==> src/verilog/soc_defs.svh <==
`ifndef SOC_DEFS_SVH
`define SOC_DEFS_SVH

////////////////////////////////////////////////////////////////////////////
// Bus widths
////////////////////////////////////////////////////////////////////////////

// Native bus data width
`define SOC_WORD_W 32

////////////////////////////////////////////////////////////////////////////
// Reset sequencing
////////////////////////////////////////////////////////////////////////////

// Power-on counter, release when top bit sets (1024 cycles)
`define SOC_POR_CNT_W 11
// Core reset pulse length after a control write
`define SOC_CORE_RST_CYCLES 4

////////////////////////////////////////////////////////////////////////////
// Address map
////////////////////////////////////////////////////////////////////////////

// Control word, top of the CTRL region
`define SOC_CTRL_ADDR 32'hfffffffc
// Byte address widths of the two memories
`define SOC_BOOT_ADDR_W 14
`define SOC_MAIN_ADDR_W 12

// UART divider after reset, in clock cycles per bit
`define SOC_UART_DIV_RESET 16

`endif

==> src/verilog/soc_pkg.sv <==
`default_nettype none

`include "soc_defs.svh"

package soc_pkg;

   // One native bus word
   typedef logic [`SOC_WORD_W-1:0] word_t;

   // Byte strobe, one bit per byte lane
   typedef logic [`SOC_WORD_W/8-1:0] strb_t;

   // Region code, address bits 31:30
   typedef enum logic [1:0] {
      REGION_MAIN = 2'd0,
      REGION_BOOT = 2'd1,
      REGION_UART = 2'd2,
      REGION_CTRL = 2'd3
   } region_t;

   // Word addresses, byte offset bits dropped
   typedef logic [`SOC_BOOT_ADDR_W-3:0] boot_waddr_t;
   typedef logic [`SOC_MAIN_ADDR_W-3:0] main_waddr_t;

endpackage

`default_nettype wire

==> src/verilog/native_interconnect.sv <==
`timescale 1ns/1ps
`default_nettype none

`include "soc_defs.svh"

module native_interconnect (
   input  wire                 clk,
   input  wire                 reset,
   input  soc_pkg::word_t      daddr,
   input  wire                 valid,
   input  wire                 mem_sel,
   output logic                ready,
   output soc_pkg::word_t      rdata,
   output soc_pkg::word_t      rinstr,
   // Slave selects
   output logic                main_sel,
   output logic                boot_sel,
   output logic                uart_sel,
   output logic                ctrl_sel,
   // Slave responses
   input  wire                 main_ready,
   input  wire                 boot_ready,
   input  wire                 uart_ready,
   input  wire                 ctrl_ready,
   input  soc_pkg::word_t      main_rdata,
   input  soc_pkg::word_t      boot_rdata,
   input  soc_pkg::word_t      uart_rdata,
   input  soc_pkg::word_t      main_rinstr,
   input  soc_pkg::word_t      boot_rinstr
);

   soc_pkg::region_t region;
   soc_pkg::region_t resp_region;
   logic             req;

   // Top two address bits pick the slave
   assign region = soc_pkg::region_t'(daddr[`SOC_WORD_W-1:`SOC_WORD_W-2]);

   // Valid stays up through the ack cycle, so mask it there
   assign req = valid && !ready;

   assign main_sel = req && (region == soc_pkg::REGION_MAIN);
   assign boot_sel = req && (region == soc_pkg::REGION_BOOT);
   assign uart_sel = req && (region == soc_pkg::REGION_UART);
   assign ctrl_sel = req && (region == soc_pkg::REGION_CTRL);

   // Remember who was addressed, for the response cycle
   always_ff @(posedge clk or posedge reset) begin
      if (reset) begin
         resp_region <= soc_pkg::REGION_MAIN;
      end else if (req) begin
         resp_region <= region;
      end
   end

   ////////////////////////////////////////////////////////////////////////////
   // Response mux
   ////////////////////////////////////////////////////////////////////////////

   always_comb begin
      case (resp_region)
         soc_pkg::REGION_MAIN: begin
            ready = main_ready;
            rdata = main_rdata;
         end
         soc_pkg::REGION_BOOT: begin
            ready = boot_ready;
            rdata = boot_rdata;
         end
         soc_pkg::REGION_UART: begin
            ready = uart_ready;
            rdata = uart_rdata;
         end
         default: begin
            // Control word reads back the fetch select
            ready = ctrl_ready;
            rdata = {{(`SOC_WORD_W-1){1'b0}}, mem_sel};
         end
      endcase
   end

   // Boot memory until the hand-over
   assign rinstr = mem_sel ? main_rinstr : boot_rinstr;

   // Single-cycle ack, never back to back
   a_ready_single : assert property (@(posedge clk) disable iff (reset)
      ready |=> !ready);

endmodule

`default_nettype wire

==> config.mk <==
export PLATFORM = sky130hd
export DESIGN_NAME = native_interconnect
export DESIGN_NICKNAME = d
export VERILOG_FILES = /design/src/verilog/soc_pkg.sv /design/src/verilog/native_interconnect.sv
export VERILOG_INCLUDE_DIRS = /design/src /design/src/verilog
export SDC_FILE = /design/constraint.sdc
export NUM_CORES = 1
export LEC_CHECK = 0
export ABC_AREA = 0
export CORE_AREA = 10 10 97 99
export DETAILED_ROUTE_END_ITERATION = 7
export DIE_AREA = 0 0 107 109
export DONT_BUFFER_PORTS = 1
export GPL_ROUTABILITY_DRIVEN = 0
export GPL_TIMING_DRIVEN = 1
export PLACE_DENSITY = 0.38
export SLEW_MARGIN = 5
export SYNTH_ARGS = -nofsm -noshare
export SYNTH_HDL_FRONTEND = slang
export SYNTH_SLANG_ARGS = --single-unit
==> constraint.sdc <==
create_clock -name clk -period 1.32 [get_ports clk]
set_clock_uncertainty 0.05 [all_clocks]
set_input_delay 0.264 -clock clk [delete_from_list [all_inputs] [get_ports clk]]
set_output_delay 0.264 -clock clk [all_outputs]
set_load 0.01 [all_outputs]
==> summary.txt <==
Run status
  – Status: complete, but fails checks
  – Failing checks: negative setup slack

Worst setup path
  – Startpoint types: flip-flop
  – WP data arrival: 1460 ps
  – WP data required: 1010 ps
  – CP Capture Type: output pin
  – Worst setup path category: reg2out
  – CP max FO: 6

STA
  – Slew Viols, Final: 0
  – RSZ-0062 raised after global routing: yes
  – Least-Margin Pin Slew: 397 ps
  – Peak Freq: 0.562 GHz
  – Tmin final: 1780 ps
  – Setup tns final: -14060 ps
  – Setup violators final: 39
  – Setup ws final: -459 ps
  – Final Hold Fails: 0
  – Worst rel slew slack: 73.2%
  – Fin crit share: 135%

Drt
  – Routed wire length: 6790 µm
  – Final ANT Viol Nets: 0
  – Number of vias per cell: 4.78
  – WL per Instance: 25.4 µm
  – Vias: 1275
  – DRC viols: 0
  – 1st-iter DRT viols: 74
  – DR pass1 iterations: 4

Min path
  – Hold WC Path Type: in2reg

Cells and area
  – Fin cells: 267
  – Top reg by flops: resp_region
  – Most frequent cells in the layout: nand2_1, mux2_2, mux2i_1, o21ai_2, o21ai_1
  – Ant diodes: 0
  – Fillers: 842
  – Multi-input logic area: 1250 µm²
  – Nets@finish: 366
  – Area grow syn2layout: 35.6%
  – Sequential Area: 51.3 µm²
  – Largest regs: resp_region: 2 flops
  – Share of layout cells above drive strength 1: 52.1%
  – Max FFs per register: 2

Clocking
  – CTS root buf: clkbuf_8
  – CTS Buffer Depth: 2
  – Sink Count: 2
  – Cts bufs inserted: 3
  – CTS tree: built
  – Clk_lat worst skew: 210 ps
  – CTS H-tree lvls: 1
  – Clock slew at reported path FFs: 30 ps

Power and ir drop
  – Psw: 1.83 mW
  – Switching share of power: 53.0%
  – Leakage power: 0.641 nW
  – Sequential Power Share: 5.3%
  – Combinational power share: 87.3%
  – Max IR drop VDD: 0.622 mV
  – Power Internal: 1.62 mW
  – Pwr per Cell Area: 2070 nW/µm²
  – Clock network fraction of design power: 7.4%

Logic synthesis
  – Mapped Area: 1220 µm²
  – Synth Area per Inst: 7.70 µm²
  – Synthesized netlist cell count: 159
  – Seq/Total Area, Yosys: 4.09%
  – Warnings, synthesis: 0
  – Mapped Nets: 359
  – Synth cell types: 18
  – Yosys reg bits: 2

Placement
  – Post-Place Cells: 258
  – Placed wire-length estimate: 5790 µm
  – Port buffer count: 0

Floorplanning
  – Die Y: 109 µm
  – Die area: 11700 µm²
  – Std-Cell Rows: 32
  – Die width: 107 µm
  – Initial Util: 16.3%
  – Total core area: 7530 µm²
  – I/O pins: 269

Flow run
  – Max-cap violation count: 0

GRT
  – Global-route usage over all layers: 9.25%
  – Global-route wire length before repair: 8800 µm
  – Vias in the first global route: 1449
  – Largest net degree at the start of global routing: 34
  – Initial antenna violation count: 0
  – Grt ovf: 0
routing by layer:
metal  track usage [%]  share of wire, %  up-vias
li1                  -                 -      587
met1              9.43                34      582
met2              17.1                54      106
met3              4.84                11        0
met4             0.774                 0        0
met5                 0                 0        -
cell type report:
cell class | instances | area share (%)
multi-input combinational | 140 | 75.5
tap | 102 | 7.68
clock buffer | 4 | 2.71
timing repair buffer | 17 | 10.6
inverter | 2 | 0.452
sequential | 2 | 3.09
worst max-delay path: stages (launching register included):
cell and delay, ps:
dfrtp_2 490, mux2i_4 230, a22oi_4 320, nor3_2 60, buf_4 150
repair_timing:
action | 4_1_cts | 5_1_grt
buffers inserted | 1 | 1
setup endpoints to repair | 38 | 39
gates resized for setup | 7 | 22
gates cloned | 0 | 2
pin swaps | 3 | 1
hold endpoints to repair | 2 | 0
hold buffers | 1 | 0
through the flow:
step / total power, mW / cell area, µm² / hold slack, ps / utilization, % / setup WS (ps)
2_1_floorplan: 2.16 / 1290 / -44.8 / - / -121
3_3_place_gp: 2.74 / 1430 / -40.7 / 19.0 / -252
3_5_place_dp: 2.75 / 1430 / -38.3 / 19.0 / -282
4_1_cts: 3.11 / 1530 / 148 / 20.3 / -475
5_1_grt: 3.72 / 1660 / 139 / 22.1 / -538
6_report: 3.45 / 1660 / 150 / 22.1 / -459
synth_stat cells:
| cell type | instances | share of area (%) |
|---|---|---|
| nor3_1 | 2 | 0.82 |
| buf_2 | 10 | 4.1 |
| buf_6 | 1 | 0.92 |
| and2_1 | 1 | 0.51 |
| nand2_1 | 32 | 9.8 |
| o2bb2ai_1 | 1 | 0.72 |
| inv_1 | 2 | 0.61 |
| nor2b_1 | 2 | 1.0 |
| clkbuf_1 | 4 | 1.2 |
| mux2i_1 | 33 | 27 |
| mux4_2 | 1 | 1.8 |
| nor3b_1 | 2 | 1.2 |
| o21ai_0 | 31 | 13 |
| mux2_2 | 32 | 29 |
| dfrtp_1 | 2 | 4.1 |
| mux2i_2 | 1 | 1.1 |
| mux2_4 | 1 | 1.2 |
| a22oi_4 | 1 | 1.7 |
power groups by stage:
stage	Sequential, mW	Combinational (mW)	Clock [mW]
floorplan	0.102	2.05	0
global placement	0.175	2.56	0
detailed placement	0.175	2.57	0
CTS	0.182	2.66	0.263
global route	0.191	3.25	0.279
finish	0.182	3.01	0.254
logic make-up after synthesis:
kind of cell	count (synthesis)	synth area share (%)
mux	68	60.6
simple gates	39	13.4
compound gates	33	15.1
buf+inv	17	6.84
flops	2	4.09
worst paths after layout:
path,start,end,slack (ps),cells after the start
max,resp_region[1],main_sel,-460,4
min,daddr[31],resp_region[1],150,1
max reg2reg,resp_region[1],resp_region[1],-350,4
min reg2reg,resp_region[0],resp_region[0],740,3
max in group asynchronous,reset,resp_region[1],800,2
min in group asynchronous,reset,resp_region[1],300,2
Note: power is estimated with default switching activity, not from simulation.
