File: src/verilog/soc_defs.svh
`ifndef SOC_DEFS_SVH
`define SOC_DEFS_SVH

////////////////////////////////////////////////////////////////////////////
// Bus widths
////////////////////////////////////////////////////////////////////////////

// Native bus data width
`define SOC_WORD_W 32

////////////////////////////////////////////////////////////////////////////
// Reset sequencing
////////////////////////////////////////////////////////////////////////////

// Power-on counter, release when top bit sets (1024 cycles)
`define SOC_POR_CNT_W 11
// Core reset pulse length after a control write
`define SOC_CORE_RST_CYCLES 4

////////////////////////////////////////////////////////////////////////////
// Address map
////////////////////////////////////////////////////////////////////////////

// Control word, top of the CTRL region
`define SOC_CTRL_ADDR 32'hfffffffc
// Byte address widths of the two memories
`define SOC_BOOT_ADDR_W 14
`define SOC_MAIN_ADDR_W 12

// UART divider after reset, in clock cycles per bit
`define SOC_UART_DIV_RESET 16

`endif

File: src/verilog/soc_pkg.sv
`default_nettype none

`include "soc_defs.svh"

package soc_pkg;

   // One native bus word
   typedef logic [`SOC_WORD_W-1:0] word_t;

   // Byte strobe, one bit per byte lane
   typedef logic [`SOC_WORD_W/8-1:0] strb_t;

   // Region code, address bits 31:30
   typedef enum logic [1:0] {
      REGION_MAIN = 2'd0,
      REGION_BOOT = 2'd1,
      REGION_UART = 2'd2,
      REGION_CTRL = 2'd3
   } region_t;

   // Word addresses, byte offset bits dropped
   typedef logic [`SOC_BOOT_ADDR_W-3:0] boot_waddr_t;
   typedef logic [`SOC_MAIN_ADDR_W-3:0] main_waddr_t;

endpackage

`default_nettype wire

File: src/verilog/uart_tx.sv
`timescale 1ns/1ps
`default_nettype none

`include "soc_defs.svh"

module uart_tx (
   input  wire            clk,
   input  wire            reset,
   input  wire            sel,
   input  wire            reg_addr,
   input  soc_pkg::word_t wdata,
   input  soc_pkg::strb_t wstrb,
   output soc_pkg::word_t rdata,
   output logic           uart_ready,
   output logic           ser_tx
);

   localparam int LANES = `SOC_WORD_W / 8;

   soc_pkg::word_t div;
   soc_pkg::word_t bit_cnt;
   logic [3:0]     bit_idx;
   logic [9:0]     shift;
   logic           busy;

   ////////////////////////////////////////////////////////////////////////////
   // Registers and bit timing
   ////////////////////////////////////////////////////////////////////////////

   always_ff @(posedge clk or posedge reset) begin
      if (reset) begin
         div        <= `SOC_WORD_W'(`SOC_UART_DIV_RESET);
         bit_cnt    <= '0;
         bit_idx    <= '0;
         shift      <= '1;
         busy       <= 1'b0;
         uart_ready <= 1'b0;
         ser_tx     <= 1'b1;
      end else begin
         uart_ready <= sel;
         // Line driven from a register, one cycle behind the shifter
         ser_tx     <= busy ? shift[0] : 1'b1;
         // Divider at offset 0, byte writable
         if (sel && !reg_addr) begin
            for (int i = 0; i < LANES; i++) begin
               if (wstrb[i]) begin
                  div[8*i +: 8] <= wdata[8*i +: 8];
               end
            end
         end
         if (busy) begin
            // End of bit period
            if ((bit_cnt + 1'b1) >= div) begin
               bit_cnt <= '0;
               shift   <= {1'b1, shift[9:1]};
               bit_idx <= bit_idx + 1'b1;
               // Stop bit done
               if (bit_idx == 4'd9) begin
                  busy <= 1'b0;
               end
            end else begin
               bit_cnt <= bit_cnt + 1'b1;
            end
         end else if (sel && reg_addr && wstrb[0]) begin
            // Stop, data LSB first, start
            shift   <= {1'b1, wdata[7:0], 1'b0};
            bit_cnt <= '0;
            bit_idx <= '0;
            busy    <= 1'b1;
         end
      end
   end

   // Read data, busy flag at offset 4
   always_ff @(posedge clk) begin
      if (sel) begin
         rdata <= reg_addr ? {{(`SOC_WORD_W-1){1'b0}}, busy} : div;
      end
   end

   // Idle line
   a_idle_high : assert property (@(posedge clk) disable iff (reset)
      !busy |-> ser_tx);

endmodule

`default_nettype wire

File: config.mk
export PLATFORM = sky130hd
export DESIGN_NAME = uart_tx
export DESIGN_NICKNAME = d
export VERILOG_FILES = /design/src/verilog/soc_pkg.sv /design/src/verilog/uart_tx.sv
export VERILOG_INCLUDE_DIRS = /design/src /design/src/verilog
export SDC_FILE = /design/constraint.sdc
export NUM_CORES = 1
export LEC_CHECK = 0
export ABC_AREA = 1
export BUFFER_PORTS_ARGS = -buffer_cell sky130_fd_sc_hd__buf_2
export CAP_MARGIN = 15
export CORE_UTILIZATION = 35
export CTS_BUF_LIST = sky130_fd_sc_hd__clkbuf_8
export CTS_CLUSTER_SIZE = 20
export DETAILED_ROUTE_END_ITERATION = 8
export PLACE_DENSITY = 0.49
export SYNTH_ARGS = -nofsm -noshare
export SYNTH_HDL_FRONTEND = slang
export SYNTH_SLANG_ARGS = --single-unit
File: constraint.sdc
create_clock -name clk -period 3.1 [get_ports clk]
set_input_delay 0.155 -clock clk [delete_from_list [all_inputs] [get_ports clk]]
set_output_delay 0.155 -clock clk [all_outputs]
set_load 0.05 [all_outputs]
==> reports/qor.csv <==
metric;value;unit
post-synthesis sequential area ratio;49.5;%
Yosys reg bits;112;
Initial Utilization;36.0;%
largest family of logic cells by synthesized area;simple AND/OR/NAND/NOR gates;
routed len/inst;14.3;um
largest net degree at the start of global routing;45;
CTS root buf;clkbuf_8;
max_slew headroom;40.8;%
Die Wd;133;um
Mapped Nets;763;
post-synthesis simple-gate area fraction;23.7;%
Worst-path clk slew;0.10;ns
Worst-Margin Slew;0.888;ns
gpl congestion;0.857;
xor and xnor fraction of the mapped netlist area;4.14;%
DR pass1 iterations;4;
area leader, netlist;dfrtp_1;
leakage power figure;3.66;nW
CP most frequent cell;nand2_2;
CP max FO;5;
layout cells sized above 1;22.4;%
CP endpoint kind;flop;
clock sinks;112;
Synth Cell Area;0.00601;mm2
fin crit share;92.3;%
Compound-Gate Fraction of Synth Area;7.58;%
final core occ;43.1;%
Slowest cell on crit path;dfrtp_1;
Fin. Hold Viols;0;
final WL;14500;um
CP delay by family, top;simple AND/OR/NAND/NOR gates;
n_diodes;0;
depth of the CTS H-tree;3;
Port Buffers;73;
CP Cell Sequence;buf_6 > nand2_2 > nor3_4 > nand2_2 > nor2_4 > nand4_1 > xnor2_2 > ha_1 > nand2_2 > nor2_4 > nand4_1 > nor2_1 > nand2_1 > nand3_4 > nand2_2 > buf_6 > nand2_1 > nand2_1;
top-count cell post-synth;nand2_1;
Post-Synth Adder-Cell Area;7.29;%
Skew-Pair Late Insertion Delay;0.39;ns
Die ar.;0.0177;mm2
Post-DRT Antenna Nets;0;
Post-route DRC;0;
Netlist cell types;39;
die height;133;um
Worst setup SP type;flop;
CTS tree;yes;
Inst Count DP;979;
Final Skew;0.0120;ns
mux contribution to synthesized area;0;%
top_reg_cell synth;dfrtp_1;
Syn-to-layout area delta;19.7;%
R2R setup slack;0.24;ns
Ys Warns;0;
synth cell count leaders;154 x nand2_1, 98 x inv_1, 77 x nor2_1, 69 x dfrtp_1, 39 x a21oi_1;
FP Rows;47;
Core Region;0.0167;mm2
Synth Area per Inst;8.73;um2
first-pass GRT wire length;24000;um
dpl hpwl;10500;um
post-synth top area share;28.7;%
Max Cap Viol;0;
Slew Viols, Final;0;
vias in the first global route;4669;
Final min period;2.86;ns
critical path class;flop to flop;
main area contributors after synthesis;dfrtp_1 29%, edfxtp_1 16%, nand2_1 9.6%;
final setup fails;0;
Power Density;428;mW/mm2
status;completed;
fin cells;1010;
Syn Inst Count;688;
Via density;4.61;
Total Routing Usage GR;17.4;%
Hold Path Class;input port to flop;
Max rail drop VDD;0.220;mV
Crit path largest cell delay;0.38;ns
maximum clock insertion buffer count;2;
Vias;4658;
CP Data Required Time;3.38;ns
io pins;74;
initial antenna violation count;0;
layout net count;861;
Worst Path Arrival;3.14;ns
Fmax;349;MHz
WP buf/inv;2;
FFs w/ async S/R, synth;71.4;%
CTS buffer count;9;
GRT overflow;0;
number of synthesized flops with an enable pin;32;
DRT iter0 DRCs;263;
-- path summary, 6_finish.rpt --
| path | end | start | cells after the start |
|---|---|---|---|
| setup / recovery | bit_idx[1]$_DFFE_PP0P_ | bit_cnt[11]$_DFFE_PP0P_ | 18 |
| hold / removal | div[9]$_DFFE_PP0P_ | wdata[9] | 3 |
| setup reg to reg | bit_idx[1]$_DFFE_PP0P_ | bit_cnt[11]$_DFFE_PP0P_ | 18 |
| hold reg to reg | shift[7]$_DFFE_PP1P_ | shift[7]$_DFFE_PP1P_ | 2 |
| max in group asynchronous | div[4]$_DFFE_PP1P_ | reset | 4 |
| min in group asynchronous | div[31]$_DFFE_PP0P_ | reset | 3 |
-- sequential cells by signal (all words and copies together) (netlist names) --
name	flops
busy	1
rdata	32
bit_idx	4
ser_tx	1
bit_cnt	32
shift	9
uart_ready	1
div	32
-- cells in the final DEF (no fill, tap or decap), drive strengths merged, types with 17 or more instances in the layout --
master	count
xor2	21
a21oi	39
dfrtp	69
nand2	161
inv	107
o21ai	25
buf	94
nor3	18
nand3	26
nor2	84
edfxtp	32
o22ai	17
ha	35
-- per-layer routing --
layer  up-vias  routed length, um  global-route usage (%)  part of all wire (%)
li1       2394                  -                       -                     -
met1      2188               6940                    23.8                    48
met2        69               6870                    28.1                    48
met3         7                516                    4.06                   3.6
met4         0                131                    3.77                  0.91
met5         -                  0                       0                     0
-- cell families after synthesis --
group | Yosys count
buffers and inverters | 123
AO/OA/AOI/OAI | 85
flip-flops | 112
AND/OR/NAND/NOR | 308
adder cells (fa/ha/maj) | 35
XOR/XNOR | 25
-- final cells by class --
class                      instances  area (um2)
clock buffer                       9         124
fill                            1688        9510
multi-input combinational        453        2690
inverter                         106         398
sequential                       112        2980
clock inverter                     6        76.3
tap                              220         275
timing repair buffer             104         651
-- where the power goes --
group          switching [mW]  total (mW)  internal [mW]
Combinational           0.343       0.478          0.135
Sequential             0.0296        1.66           1.63
Clock                   0.496       0.938          0.442
Total                   0.869        3.08           2.21
-- worst register-to-register path, stage by stage, from the launching register on --
cell and delay [ns]:
dfrtp_1 0.38, buf_6 0.12, nand2_2 0.07, nor3_4 0.21
nand2_2 0.12, nor2_4 0.16, nand4_1 0.19, xnor2_2 0.21
ha_1 0.30, nand2_2 0.07, nor2_4 0.09, nand4_1 0.15
nor2_1 0.12, nand2_1 0.12, nand3_4 0.12, nand2_2 0.08
buf_6 0.14, nand2_1 0.06, nand2_1 0.06
-- through the flow --
stage | TNS [ns] | total power [mW] | setup WS [ns] | hold slack (ns) | instance area, um2
2_1_floorplan | 0 | 2.02 | 0.375 | 0.186 | 6010
3_3_place_gp | 0 | 2.16 | 0.0960 | 0.390 | 6710
3_5_place_dp | -0.00112 | 2.17 | -0.00112 | 0.391 | 6710
4_1_cts | 0 | 3.12 | 0.0128 | 0.00170 | 7020
5_1_grt | -0.0542 | 3.25 | -0.0198 | 0.00543 | 7190
6_report | 0 | 3.08 | 0.237 | 0.0210 | 7190
-- repair_timing --
item,CTS,global route
setup endpoints to repair,23,46
endpoints found under the hold margin,45,0
setup buffers,1,5
hold buffers,10,0
gates resized for setup,1,31
pin swaps,0,11
No activity file was read; power rests on OpenSTA's default activity.
