`src/verilog/soc_defs.svh`:
```
`ifndef SOC_DEFS_SVH
`define SOC_DEFS_SVH

////////////////////////////////////////////////////////////////////////////
// Bus widths
////////////////////////////////////////////////////////////////////////////

// Native bus data width
`define SOC_WORD_W 32

////////////////////////////////////////////////////////////////////////////
// Reset sequencing
////////////////////////////////////////////////////////////////////////////

// Power-on counter, release when top bit sets (1024 cycles)
`define SOC_POR_CNT_W 11
// Core reset pulse length after a control write
`define SOC_CORE_RST_CYCLES 4

////////////////////////////////////////////////////////////////////////////
// Address map
////////////////////////////////////////////////////////////////////////////

// Control word, top of the CTRL region
`define SOC_CTRL_ADDR 32'hfffffffc
// Byte address widths of the two memories
`define SOC_BOOT_ADDR_W 14
`define SOC_MAIN_ADDR_W 12

// UART divider after reset, in clock cycles per bit
`define SOC_UART_DIV_RESET 16

`endif

```
`src/verilog/boot_control.sv`:
```
`timescale 1ns/1ps
`default_nettype none

`include "soc_defs.svh"

module boot_control (
   input  wire  clk,
   input  wire  reset,
   input  wire  ctrl_sel,
   output logic sys_resetn,
   output logic core_resetn,
   output logic mem_sel,
   output logic ctrl_ready
);

   // One extra slot for the idle position of the ring
   localparam int SEQ_W = `SOC_CORE_RST_CYCLES + 1;
   localparam logic [SEQ_W-1:0] SEQ_IDLE = SEQ_W'(1);

   logic [`SOC_POR_CNT_W-1:0] por_cnt;
   logic [SEQ_W-1:0]          rst_seq;

   ////////////////////////////////////////////////////////////////////////////
   // Power-on reset counter
   ////////////////////////////////////////////////////////////////////////////

   // Counts up until the top bit sets, then freezes
   always_ff @(posedge clk or posedge reset) begin
      if (reset) begin
         por_cnt <= '0;
      end else if (!por_cnt[`SOC_POR_CNT_W-1]) begin
         por_cnt <= por_cnt + 1'b1;
      end
   end

   assign sys_resetn = por_cnt[`SOC_POR_CNT_W-1];

   ////////////////////////////////////////////////////////////////////////////
   // Soft reset sequencer
   ////////////////////////////////////////////////////////////////////////////

   always_ff @(posedge clk or posedge reset) begin
      if (reset) begin
         ctrl_ready <= 1'b0;
         mem_sel    <= 1'b0;
         rst_seq    <= SEQ_IDLE;
      end else if (!sys_resetn) begin
         // Held while the power-on count runs
         ctrl_ready <= 1'b0;
         mem_sel    <= 1'b0;
         rst_seq    <= SEQ_IDLE;
      end else begin
         // Ack one cycle after the select
         ctrl_ready <= ctrl_sel;
         // Fetch moves to main memory, sticky until reset
         if (ctrl_sel) begin
            mem_sel <= 1'b1;
         end
         // Kick off on the ack, then rotate back to idle
         if (ctrl_ready || !rst_seq[0]) begin
            rst_seq <= {rst_seq[SEQ_W-2:0], rst_seq[SEQ_W-1]};
         end
      end
   end

   // Core held low outside the idle slot
   assign core_resetn = sys_resetn && rst_seq[0];

   // No core pulse before the hand-over to main memory
   a_no_early_core_reset : assert property (@(posedge clk) disable iff (reset)
      (sys_resetn && !mem_sel) |-> core_resetn);

   // Ack is a lone pulse, no new select on top of it
   a_no_sel_in_ack : assert property (@(posedge clk) disable iff (reset)
      ctrl_ready |-> !ctrl_sel);

endmodule

`default_nettype wire

```
`config.mk`:
```
export PLATFORM = sky130hd
export DESIGN_NAME = boot_control
export DESIGN_NICKNAME = d
export VERILOG_FILES = /design/src/verilog/boot_control.sv
export VERILOG_INCLUDE_DIRS = /design/src /design/src/verilog
export SDC_FILE = /design/constraint.sdc
export NUM_CORES = 1
export LEC_CHECK = 0
export CAP_MARGIN = 10
export CORE_MARGIN = 8
export CORE_UTILIZATION = 45
export DETAILED_ROUTE_END_ITERATION = 6
export DONT_BUFFER_PORTS = 1
export SYNTH_ARGS = -nofsm -noshare
export SYNTH_HDL_FRONTEND = slang
export SYNTH_SLANG_ARGS = --single-unit
```
`constraint.sdc`:
```
create_clock -name clk -period 1.09 [get_ports clk]
set_input_delay 0.109 -clock clk [delete_from_list [all_inputs] [get_ports clk]]
set_output_delay 0.109 -clock clk [all_outputs]
set_load 0.01 [all_outputs]
```
==> out/qor_table.md, run 1 <==
| Metric | This run | Unit |
|:---|:---|:---|
| Outcome | finished, violations left | - |
| Failing checks | negative setup slack | - |
| Maximum number of buffers from clock root to sink | 2 | - |
| Pin count of the biggest net entering global routing | 19 | - |
| Initial antenna violation count | 0 | - |
| Count of H-tree levels built during CTS | 1 | - |
| Kind of end point of the critical path | output pin | - |
| Number of cells traversed by the worst register-to-register path | 4 | - |
| Number of fill cells | 143 | - |
| Number of inserted diodes | 0 | - |
| Xor/xnor cell area share of the yosys netlist | 0.104 | - |
| Area enclosed by the die boundary | 0.00326 | mm² |
| Remaining DRCs | 0 | - |
| Crit Path Class | reg -> out | - |
| Layout Cells excl Fill | 90 | - |
| Leakage power of the design | 0.000440 | µW |
| Max-cap check violation count | 0 | - |
| Peak supply drop | 0.739 | mV |
| Unique cell type count in the Yosys netlist | 25 | - |
| TritonCTS buffer count | 3 | - |
| Number of vias after detailed routing | 450 | - |
| Data arrival at the endpoint of the critical path | 1090 | ps |
| Final max-slew violation count | 0 | - |
| Highest attainable clock frequency | 0.832 | GHz |
| Post-DR vias/cell | 5.00 | - |
| Proportion of synthesized chip area in sequential cells | 0.594 | - |
| Drt first pass iters | 4 | - |
| Relative slew slack | 0.850 | - |
| Syn Inst Count | 59 | - |
| Path type of the worst min-delay path | in -> async | - |
| Sink count of the clock tree | 18 | - |
| Dominant combinational cell family by area after synthesis | simple AND/OR/NAND/NOR gates | - |
| Clock latency on the worst-skew pair | 290 | ps |
| Area fraction in compound gates after synthesis | 0.0329 | - |
| Post-Route Setup TNS | -142 | ps |
| Half-perimeter wire length after placement | 888 | µm |
| Net count of the mapped netlist | 63 | - |
| Width of the die | 57.1 | µm |
| Post-Route Skew | 9.26 | ps |
| Worst Slack Setup Final | -111 | ps |
| Fraction of final layout cells with drive strength greater than 1 | 0.288 | - |
| Synthesis-to-finish area growth | 21.7 | % |
| TritonCTS clock tree | yes | - |
| Area fraction in and, or, nand and nor cells after synthesis | 0.188 | - |
| Total Routing Usage GR | 0.0794 | - |
| Starting DRC count in detailed routing | 2 | - |
| Grt total ovfl | 0 | - |
| Final hold slack | 260 | ps |
| Setup-failing EPs final | 3 | - |
| Reg-to-reg startpoint | por_cnt[10]$_DFF_PP0_ | - |
| Post-route fraction of the period consumed by the critical path | 1.10 | - |
| Top Ports | 7 | - |
| Y dimension of the die | 57.1 | µm |
| Period minus WS final | 1200 | ps |
| Num rows | 15 | - |
| Number of warnings printed during yosys synthesis | 0 | - |
| Worst-margin pin slew | 225 | ps |
| Sort of element at the start of the critical path | register | - |
| First-pass GRT wire length | 2050 | µm |
| Post-DRT Antenna Nets | 0 | - |
| Routed WL | 1210 | µm |
| Pwr dens | 1100 | mW/mm² |
| Mux share of post-synthesis cell area | 0.0543 | - |
| Total placed cells including tap cells | 82 | - |
| Post-Place Setup Slack | -19.1 | ps |
| Number of hold violations in the final report | 0 | - |
| Setup slack, reg-to-reg | -30 | ps |
| Fin nets | 78 | - |
| RSZ-0062 raised after global routing | yes | - |
| Count of input and output buffers | 0 | - |
| Avg Synthesized Cell Area | 12.9 | µm² |
| Clock input transition at the sequential cells of the worst setup and hold paths | 100 | ps |
| Number of global-route vias before repair | 469 | - |
| Number of synthesized register bits | 18 | - |
| Post-detailed-route wirelength per cell | 13.4 | µm |
| Arithmetic-cell share of the synthesized area counting full adders, half adders and majority gates | 0.0164 | - |
| Required arrival time at the worst endpoint | 980 | ps |
| Post-Synthesis Cell Area | 761 | µm² |
| RR Endpoint | por_cnt[6]$_DFFE_PP0N_ | - |
| Global placement routability congestion | 0.767 | - |
| Core region area | 0.00165 | mm² |
| Starting density of the core | 0.461 | - |
| Cell chosen for the clock root | sky130_fd_sc_hd__clkbuf_4 | - |
| Max Fanout on Critical Path | 5 | - |
## worst max-delay path by stage
stage | startpoint | endpoint | slack [ps] | cells past startpoint
finish | por_cnt[10]$_DFF_PP0_ | core_resetn | -110 | 3
CTS | por_cnt[10]$_DFF_PP0_ | core_resetn | -130 | 3
floorplan | por_cnt[10]$_DFF_PP0_ | por_cnt[5]$_DFFE_PP0N_ | 40 | 3
global route | por_cnt[10]$_DFF_PP0_ | core_resetn | -170 | 3
global placement | por_cnt[0]$_DFFE_PP0N_ | por_cnt[8]$_DFFE_PP0N_ | 10 | 4
detailed placement | por_cnt[0]$_DFFE_PP0N_ | por_cnt[6]$_DFFE_PP0N_ | -20 | 4
## state kept, by name, summed over array words and instances (netlist names)
name and flops:
ctrl_ready 1, rst_seq 5, por_cnt 11, mem_sel 1
## where the power goes
group / internal [µW] / switching (µW) / total [µW]
clock: 142 / 187 / 329
combinational: 7.44 / 13.6 / 21.1
sequential: 667 / 0 / 667
total: 817 / 200 / 1020
## final cells by class
cell class | instances | area, µm² | share of cell area
Sequential cell | 18 | 452 | 0.488
Multi-Input combinational cell | 39 | 330 | 0.357
Timing Repair Buffer | 11 | 92.6 | 0.100
Clock buffer | 4 | 26.3 | 0.0284
Tap cell | 17 | 21.3 | 0.0230
Inverter | 1 | 3.75 | 0.00405
## cells in the mapped netlist (all sizes together)
master | n | area, µm²
a41o | 1 | 10.0
and2 | 2 | 12.5
and3 | 2 | 12.5
and3b | 1 | 8.76
buf | 1 | 5.00
dfrtp | 17 | 425
dfstp | 1 | 26.3
ha | 1 | 12.5
inv | 1 | 3.75
mux2 | 1 | 11.3
mux2i | 3 | 30.0
nand2 | 2 | 7.51
nand2b | 2 | 12.5
nand3 | 2 | 15.0
nand3b | 1 | 7.51
nand4 | 3 | 18.8
nand4b | 1 | 8.76
nor2 | 2 | 10.0
nor2b | 3 | 18.8
nor3 | 1 | 10.0
o21a | 2 | 15.0
xnor2 | 7 | 61.3
xor2 | 2 | 17.5
## stage by stage
stage	area, µm²	util	total power (µW)
floorplan	761	-	690
global placement	830	0.502	697
detailed placement	830	0.502	697
CTS	920	0.557	1040
global route	926	0.561	1070
finish	926	0.561	1020
## layout by cell type, fill, tap and decap left out, types with 3 or more instances in the layout
cell                       instances
sky130_fd_sc_hd__dfrtp_1          17
sky130_fd_sc_hd__xnor2_1           7
sky130_fd_sc_hd__buf_4             6
sky130_fd_sc_hd__mux2i_1           3
sky130_fd_sc_hd__nor2b_1           3
sky130_fd_sc_hd__nand4_1           3
sky130_fd_sc_hd__clkbuf_4          3
## worst max-delay path, cell delays in order (launching register included)
cell and delay [ps]:
sky130_fd_sc_hd__dfrtp_1 420, sky130_fd_sc_hd__buf_6 150, sky130_fd_sc_hd__and2_4 140, sky130_fd_sc_hd__buf_6 110
## what timing repair did
item	4_1_cts	5_1_grt
setup buffers	1	0
endpoints found under the setup margin	3	8
gates resized for setup	7	1
endpoints found under the hold margin	20	0
cloned	1	0
hold buffers	2	0
pin swaps	3	3
## routing by layer
metal | vias to the layer above | GRT usage | wire, µm
li1 | 231 | - | -
met1 | 211 | 0.0968 | 584
met2 | 8 | 0.116 | 536
met3 | 0 | 0.0466 | 84
met4 | 0 | 0.0201 | 0
met5 | - | 0 | 0
## logic make-up after synthesis
| kind of cell | after synthesis |
|---|---|
| xor+xnor | 9 |
| compound gates | 3 |
| simple gates | 22 |
| flops | 18 |
| buf+inv | 2 |
| fa+ha+maj | 1 |
| mux | 4 |
Power figures use the tool's default switching activity.
==> run 2, diff against run 1 <==
--- a/config.mk
+++ b/config.mk
@@ -11,6 +11,7 @@
 export CORE_UTILIZATION = 45
 export DETAILED_ROUTE_END_ITERATION = 6
 export DONT_BUFFER_PORTS = 1
+export PLACE_DENSITY = 0.67
 export SYNTH_ARGS = -nofsm -noshare
 export SYNTH_HDL_FRONTEND = slang
 export SYNTH_SLANG_ARGS = --single-unit
==> run 2 against run 1 <==
  * Clock-buffer cell count stayed put
  * Utilization is 0.68 points higher
  * Sequential power barely moved
  * Register-to-register slack got worse by 50 ps
  * Via count grew 2.2%
  * The flow still finishes with violations (negative setup slack)
  * Routed wire length grew 6.2%
  * Critical path depth is the same
  * Global-route usage up 0.46 points
==> out/qor_table.md, run 2 (synthesis results as in run 1) <==
| Metric | This run | Unit |
|:---|:---|:---|
| Post-Route Utilization | 0.567 | - |
| Count of input and output buffers | 0 | - |
| Top flop regs | por_cnt: 11 flops, rst_seq: 5 flops | - |
| Post-Route Setup TNS | -407 | ps |
| Required arrival time at the worst endpoint | 980 | ps |
| Number of inserted diodes | 0 | - |
| Number of global-route vias before repair | 492 | - |
| Period minus WS final | 1190 | ps |
| Fraction of final layout cells with drive strength greater than 1 | 0.324 | - |
| Grt total ovfl | 0 | - |
| Highest attainable clock frequency | 0.838 | GHz |
| Most used routing layer | met2 | - |
| Crit Path Class | reg -> out | - |
| Ordered list of cells on the worst path | buf_6 -> and2_4 -> buf_6 | - |
| Top Ports | 7 | - |
| Worst Slack Setup Final | -103 | ps |
| Outcome | finished, violations left | - |
| Count of H-tree levels built during CTS | 1 | - |
| Post-DR vias/cell | 5.05 | - |
| Worst-margin pin slew | 230 | ps |
| Y dimension of the die | 57.1 | µm |
| Post-DRT Antenna Nets | 0 | - |
| Clock share of power | 0.367 | - |
| Peak supply drop | 0.844 | mV |
| Sink count of the clock tree | 18 | - |
| Post-Route Skew | 2.82 | ps |
| Post-detailed-route wirelength per cell | 14.1 | µm |
| Maximum number of buffers from clock root to sink | 2 | - |
| Total placed cells including tap cells | 82 | - |
| Post-Place Setup Slack | -11.8 | ps |
| Path type of the worst min-delay path | in -> async | - |
| Register with the most flip-flops | por_cnt | - |
| Finished layout cell area | 937 | µm² |
| Drt first pass iters | 3 | - |
| Seq pwr share | 0.613 | - |
| Layout Cells excl Fill | 91 | - |
| Remaining DRCs | 0 | - |
| Initial antenna violation count | 0 | - |
| Slowest cell on the critical path | sky130_fd_sc_hd__dfrtp_1 | - |
| Num rows | 15 | - |
| Relative slew slack | 0.847 | - |
| Cell chosen for the clock root | sky130_fd_sc_hd__clkbuf_4 | - |
| Met2 Use GR | 0.136 | - |
| Pwr dens | 1160 | mW/mm² |
| Global placement routability congestion | 0.725 | - |
| Power Internal | 878 | µW |
| TritonCTS buffer count | 3 | - |
| Synthesis-to-finish area growth | 23.2 | % |
| Core region area | 0.00165 | mm² |
| Clock input transition at the sequential cells of the worst setup and hold paths | 100 | ps |
| First-pass GRT wire length | 2160 | µm |
| Sort of element at the start of the critical path | register | - |
| Number of vias after detailed routing | 460 | - |
| Starting DRC count in detailed routing | 2 | - |
| Met1 GRT Util | 0.0916 | - |
| Placed inst area | 830 | µm² |
| Total Routing Usage GR | 0.0839 | - |
| Reg-to-reg startpoint | por_cnt[10]$_DFF_PP0_ | - |
| Gate power share | 0.020 | - |
| Half-perimeter wire length after placement | 907 | µm |
| Switching Fraction | 0.193 | - |
| Post-route fraction of the period consumed by the critical path | 1.09 | - |
| Width of the die | 57.1 | µm |
| RSZ-0062 raised after global routing | yes | - |
| Final max-slew violation count | 0 | - |
| Number of flip-flops in the largest register | 11 | - |
| Pin count of the biggest net entering global routing | 19 | - |
| Setup-failing EPs final | 6 | - |
| Critical path's largest stage delay | 400 | ps |
| Failing checks | negative setup slack | - |
| Starting density of the core | 0.461 | - |
| Sw Pwr | 210 | µW |
| Global routing met3 resource utilization | 0.0421 | - |
| CP most frequent cell | sky130_fd_sc_hd__buf_6 | - |
| Fin nets | 79 | - |
| TritonCTS clock tree | yes | - |
| Kind of end point of the critical path | output pin | - |
| Worst setup path startpoint | por_cnt[10]$_DFF_PP0_ | - |
| Clock latency on the worst-skew pair | 290 | ps |
| Commonest cells after routing, fill and taps aside | sky130_fd_sc_hd__dfrtp_1 (16), sky130_fd_sc_hd__buf_4 (8), sky130_fd_sc_hd__xnor2_1 (7) | - |
| Area enclosed by the die boundary | 0.00326 | mm² |
| Leakage power of the design | 0.000446 | µW |
| Number of hold violations in the final report | 0 | - |
| Max-cap check violation count | 0 | - |
| Data arrival at the endpoint of the critical path | 1080 | ps |
| Routed WL | 1280 | µm |
| Max Fanout on Critical Path | 8 | - |
| Most frequent standard cell in the layout excluding fill and tap cells | sky130_fd_sc_hd__dfrtp_1 | - |
-- run 2: layer usage --
metal / up-vias / share of wire
met5: - / 0
met4: 0 / 0.0070
met3: 2 / 0.048
met2: 9 / 0.49
met1: 216 / 0.45
li1: 233 / -
-- run 2: metrics by stage --
step / hold slack [ps] / power [µW]
after floorplan: 46.8 / 690
after global placement: 31.8 / 697
after detailed placement: 30.2 / 697
after CTS: 260 / 1110
after global routing: 293 / 1130
final: 263 / 1090
-- run 2: what timing repair did --
| action | in CTS | in global routing |
|---|---|---|
| pin swaps | 2 | 3 |
| hold buffers | 2 | 0 |
| resized for setup | 4 | 4 |
| hold endpoints to repair | 20 | 0 |
| setup buffers | 1 | 2 |
| setup endpoints to repair | 3 | 11 |
-- run 2: cell type report --
cell class / instances / area (µm²)
Clock buffer: 4 / 36.3
Fill cell: 145 / 714
Inverter: 1 / 3.75
Multi-Input combinational cell: 39 / 320
Sequential cell: 18 / 453
Tap cell: 17 / 21.3
Timing Repair Buffer: 12 / 103
-- run 2: final timing paths --
kind / endpoint / cells past startpoint / slack [ps]
setup / recovery: core_resetn / 3 / -100
hold / removal: por_cnt[5]$_DFFE_PP0N_ / 3 / 260
setup reg to reg: por_cnt[5]$_DFFE_PP0N_ / 4 / -80
hold reg to reg: rst_seq[0]$_DFFE_PP1P_ / 1 / 490
max in group asynchronous: rst_seq[0]$_DFFE_PP1P_ / 3 / 570
min in group clk: rst_seq[0]$_DFFE_PP1P_ / 1 / 490
-- run 2: power groups by stage --
| stage | sequential [µW] | clock [µW] | combinational, µW |
|---|---|---|---|
| floorplan | 680 | 0 | 10.0 |
| global placement | 680 | 0 | 16.6 |
| detailed placement | 680 | 0 | 16.6 |
| CTS | 668 | 420 | 22.4 |
| global route | 668 | 437 | 25.4 |
| finish | 667 | 400 | 21.5 |
-- run 2: worst max-delay path: cells and delay by family (launching register included) --
kind / cells / cell delay, ps
AND/OR/NAND/NOR: 1 / 140
flip-flops: 1 / 400
buffers and inverters: 2 / 250
==> run 3, diff against run 2 <==
--- a/config.mk
+++ b/config.mk
@@ -11,7 +11,7 @@
 export CORE_UTILIZATION = 45
 export DETAILED_ROUTE_END_ITERATION = 6
 export DONT_BUFFER_PORTS = 1
-export PLACE_DENSITY = 0.67
+export PLACE_DENSITY = 0.65
 export SYNTH_ARGS = -nofsm -noshare
 export SYNTH_HDL_FRONTEND = slang
 export SYNTH_SLANG_ARGS = --single-unit
==> constraint.sdc (replaced) <==
create_clock -name clk -period 1.3 [get_ports clk]
set_input_delay 0.13 -clock clk [delete_from_list [all_inputs] [get_ports clk]]
set_output_delay 0.13 -clock clk [all_outputs]
set_load 0.01 [all_outputs]
==> run 3 against run 2 <==
  * The run now ends clean
  * Combinational power fell by 18%
  * Utilization fell by 5.2 points
  * Flip-flop and latch count did not move
  * Cell count fell by 8.8%
  * Via count fell by 4.3%
  * Design area fell by 9.2%
  * Global-route usage fell by 0.14 points
  * Clock-buffer cell count did not move
  * Critical path depth fell by 1
  * Critical endpoint unchanged
  * Largest power group unchanged
  * Highest routed layer unchanged
==> out/qor_table.md, run 3 (synthesis results as in run 1) <==
| Metric | This run | Unit |
|:---|:---|:---|
| Outcome | finished clean | - |
| Required arrival time at the worst endpoint | 1170 | ps |
| Starting DRC count in detailed routing | 13 | - |
| Drt first pass iters | 4 | - |
| Grt total ovfl | 0 | - |
| Total Routing Usage GR | 0.0826 | - |
| TritonCTS clock tree | yes | - |
| Clock input transition at the sequential cells of the worst setup and hold paths | 110 | ps |
| Count of input and output buffers | 0 | - |
| Global placement routability congestion | 0.738 | - |
| Routed WL | 1160 | µm |
| Cell chosen for the clock root | sky130_fd_sc_hd__clkbuf_4 | - |
| Slowest cell on the critical path | sky130_fd_sc_hd__dfrtp_1 | - |
| Final max-slew violation count | 0 | - |
| Power after layout | 925 | µW |
| Period minus WS final | 1190 | ps |
| First-pass GRT wire length | 2110 | µm |
| Kind of end point of the critical path | output pin | - |
| RSZ-0062 raised after global routing | no | - |
| Max-cap check violation count | 0 | - |
| Starting density of the core | 0.461 | - |
| Data arrival at the endpoint of the critical path | 1060 | ps |
| Y dimension of the die | 57.1 | µm |
| Width of the die | 57.1 | µm |
| Number of hold violations in the final report | 0 | - |
| Area enclosed by the die boundary | 0.00326 | mm² |
| Highest attainable clock frequency | 0.841 | GHz |
| Finished layout cell area | 851 | µm² |
| Post-detailed-route wirelength per cell | 13.9 | µm |
| Peak supply drop | 0.751 | mV |
| TritonCTS buffer count | 3 | - |
| Crit Path Class | reg -> out | - |
| Placed inst area | 792 | µm² |
| Commonest cells after routing, fill and taps aside | sky130_fd_sc_hd__dfrtp_1 (17), sky130_fd_sc_hd__xnor2_1 (7) | - |
| Post-DR vias/cell | 5.30 | - |
| Pin count of the biggest net entering global routing | 19 | - |
| Initial antenna violation count | 0 | - |
| Post-DRT Antenna Nets | 0 | - |
| Number of vias after detailed routing | 440 | - |
| Number of post-CTS setup repair buffers | 0 | - |
| Synthesis-to-finish area growth | 11.8 | % |
| Post-Route Setup TNS | 0 | ps |
| Top Ports | 7 | - |
| Setup-failing EPs final | 0 | - |
| Count of buffering cells on the critical path with inverters included | 1 | - |
| Fraction of final layout cells with drive strength greater than 1 | 0.182 | - |
| Sink count of the clock tree | 18 | - |
| Max Fanout on Critical Path | 11 | - |
| Post-Route Utilization | 0.515 | - |
| Post-Route Skew | 5.04 | ps |
| Total placed cells including tap cells | 77 | - |
| Pwr dens | 1090 | mW/mm² |
| Leakage power of the design | 0.000390 | µW |
| Number of flip-flops in the largest register | 11 | - |
| Core region area | 0.00165 | mm² |
| Cell class contributing the biggest share of worst-path delay | flip-flops | - |
| Worst-margin pin slew | 251 | ps |
| Register with the most flip-flops | por_cnt | - |
| Number of global-route vias before repair | 448 | - |
| Fin nets | 71 | - |
| Top flop regs | por_cnt: 11 flops, rst_seq: 5 flops | - |
| Clock latency on the worst-skew pair | 290 | ps |
| Ordered list of cells on the worst path | buf_4 -> and2_4 | - |
| Path type of the worst min-delay path | in -> async | - |
| Number of inserted diodes | 0 | - |
| Sort of element at the start of the critical path | register | - |
| Critical path's largest stage delay | 390 | ps |
| Most frequent standard cell in the layout excluding fill and tap cells | sky130_fd_sc_hd__dfrtp_1 | - |
| Num rows | 15 | - |
| Remaining DRCs | 0 | - |
| Post-route fraction of the period consumed by the critical path | 0.915 | - |
| Count of H-tree levels built during CTS | 1 | - |
| Maximum number of buffers from clock root to sink | 2 | - |
| Relative slew slack | 0.833 | - |
| Layout Cells excl Fill | 83 | - |
| Number of fill cells | 137 | - |
==> run 3: cell count changes in the layout (fill, tap and decap cells not counted), sizes merged <==
cell,change
buf,-8
==> run 3: report_power, final <==
group	internal [µW]	total [µW]	switching (µW)
clock	170	348	177
combinational	6.24	17.6	11.3
sequential	560	560	0
total	736	925	189
==> run 3: tightest hold or removal path, delay by kind of cell <==
| family | cells | cell delay [ps] |
|---|---|---|
| buffers and inverters | 3 | 820 |
==> run 3: path summary, 6_finish.rpt <==
check                                       startpoint                      to  slack [ps]  cells after the start
worst max-delay path             por_cnt[10]$_DFF_PP0_             core_resetn         110                      2
worst min-delay path                             reset  rst_seq[1]$_DFFE_PP0P_         280                      3
worst max register to register  por_cnt[0]$_DFFE_PP0N_  por_cnt[6]$_DFFE_PP0N_         200                      4
worst min register to register  rst_seq[4]$_DFFE_PP0P_  rst_seq[0]$_DFFE_PP1P_         480                      1
max in group asynchronous                        reset  rst_seq[0]$_DFFE_PP1P_         770                      3
min in group clk                rst_seq[4]$_DFFE_PP0P_  rst_seq[0]$_DFFE_PP1P_         480                      1
==> run 3: through the flow <==
step           setup WS [ps]  hold slack, ps
4_1_cts                 60.5             285
5_1_grt                 18.4             293
2_1_floorplan            250            67.8
3_3_place_gp             219            50.3
3_5_place_dp             216            51.6
6_report                 111             276
==> run 3: what timing repair did <==
action / CTS / global route
endpoints found under the setup margin: 0 / 1
hold buffers: 2 / 0
hold endpoints to repair: 20 / 0
gates resized for setup: 0 / 1
==> run 3: per-layer routing <==
| metal | routed length, µm | vias up | global-route usage |
|---|---|---|---|
| met1 | 606 | 211 | 0.112 |
| met3 | 75 | 2 | 0.0466 |
| met5 | 0 | - | 0 |
| met2 | 463 | 11 | 0.101 |
| met4 | 12 | 0 | 0.0403 |
| li1 | - | 216 | - |
==> run 3: cell type report <==
cell class / instances / area (µm²) / area share
clock buffer: 4 / 36.3 / 0.0426
inverter: 1 / 3.75 / 0.00441
multi-input combinational: 39 / 303 / 0.356
sequential: 18 / 452 / 0.531
tap: 17 / 21.3 / 0.0250
timing repair buffer: 4 / 35.0 / 0.0412
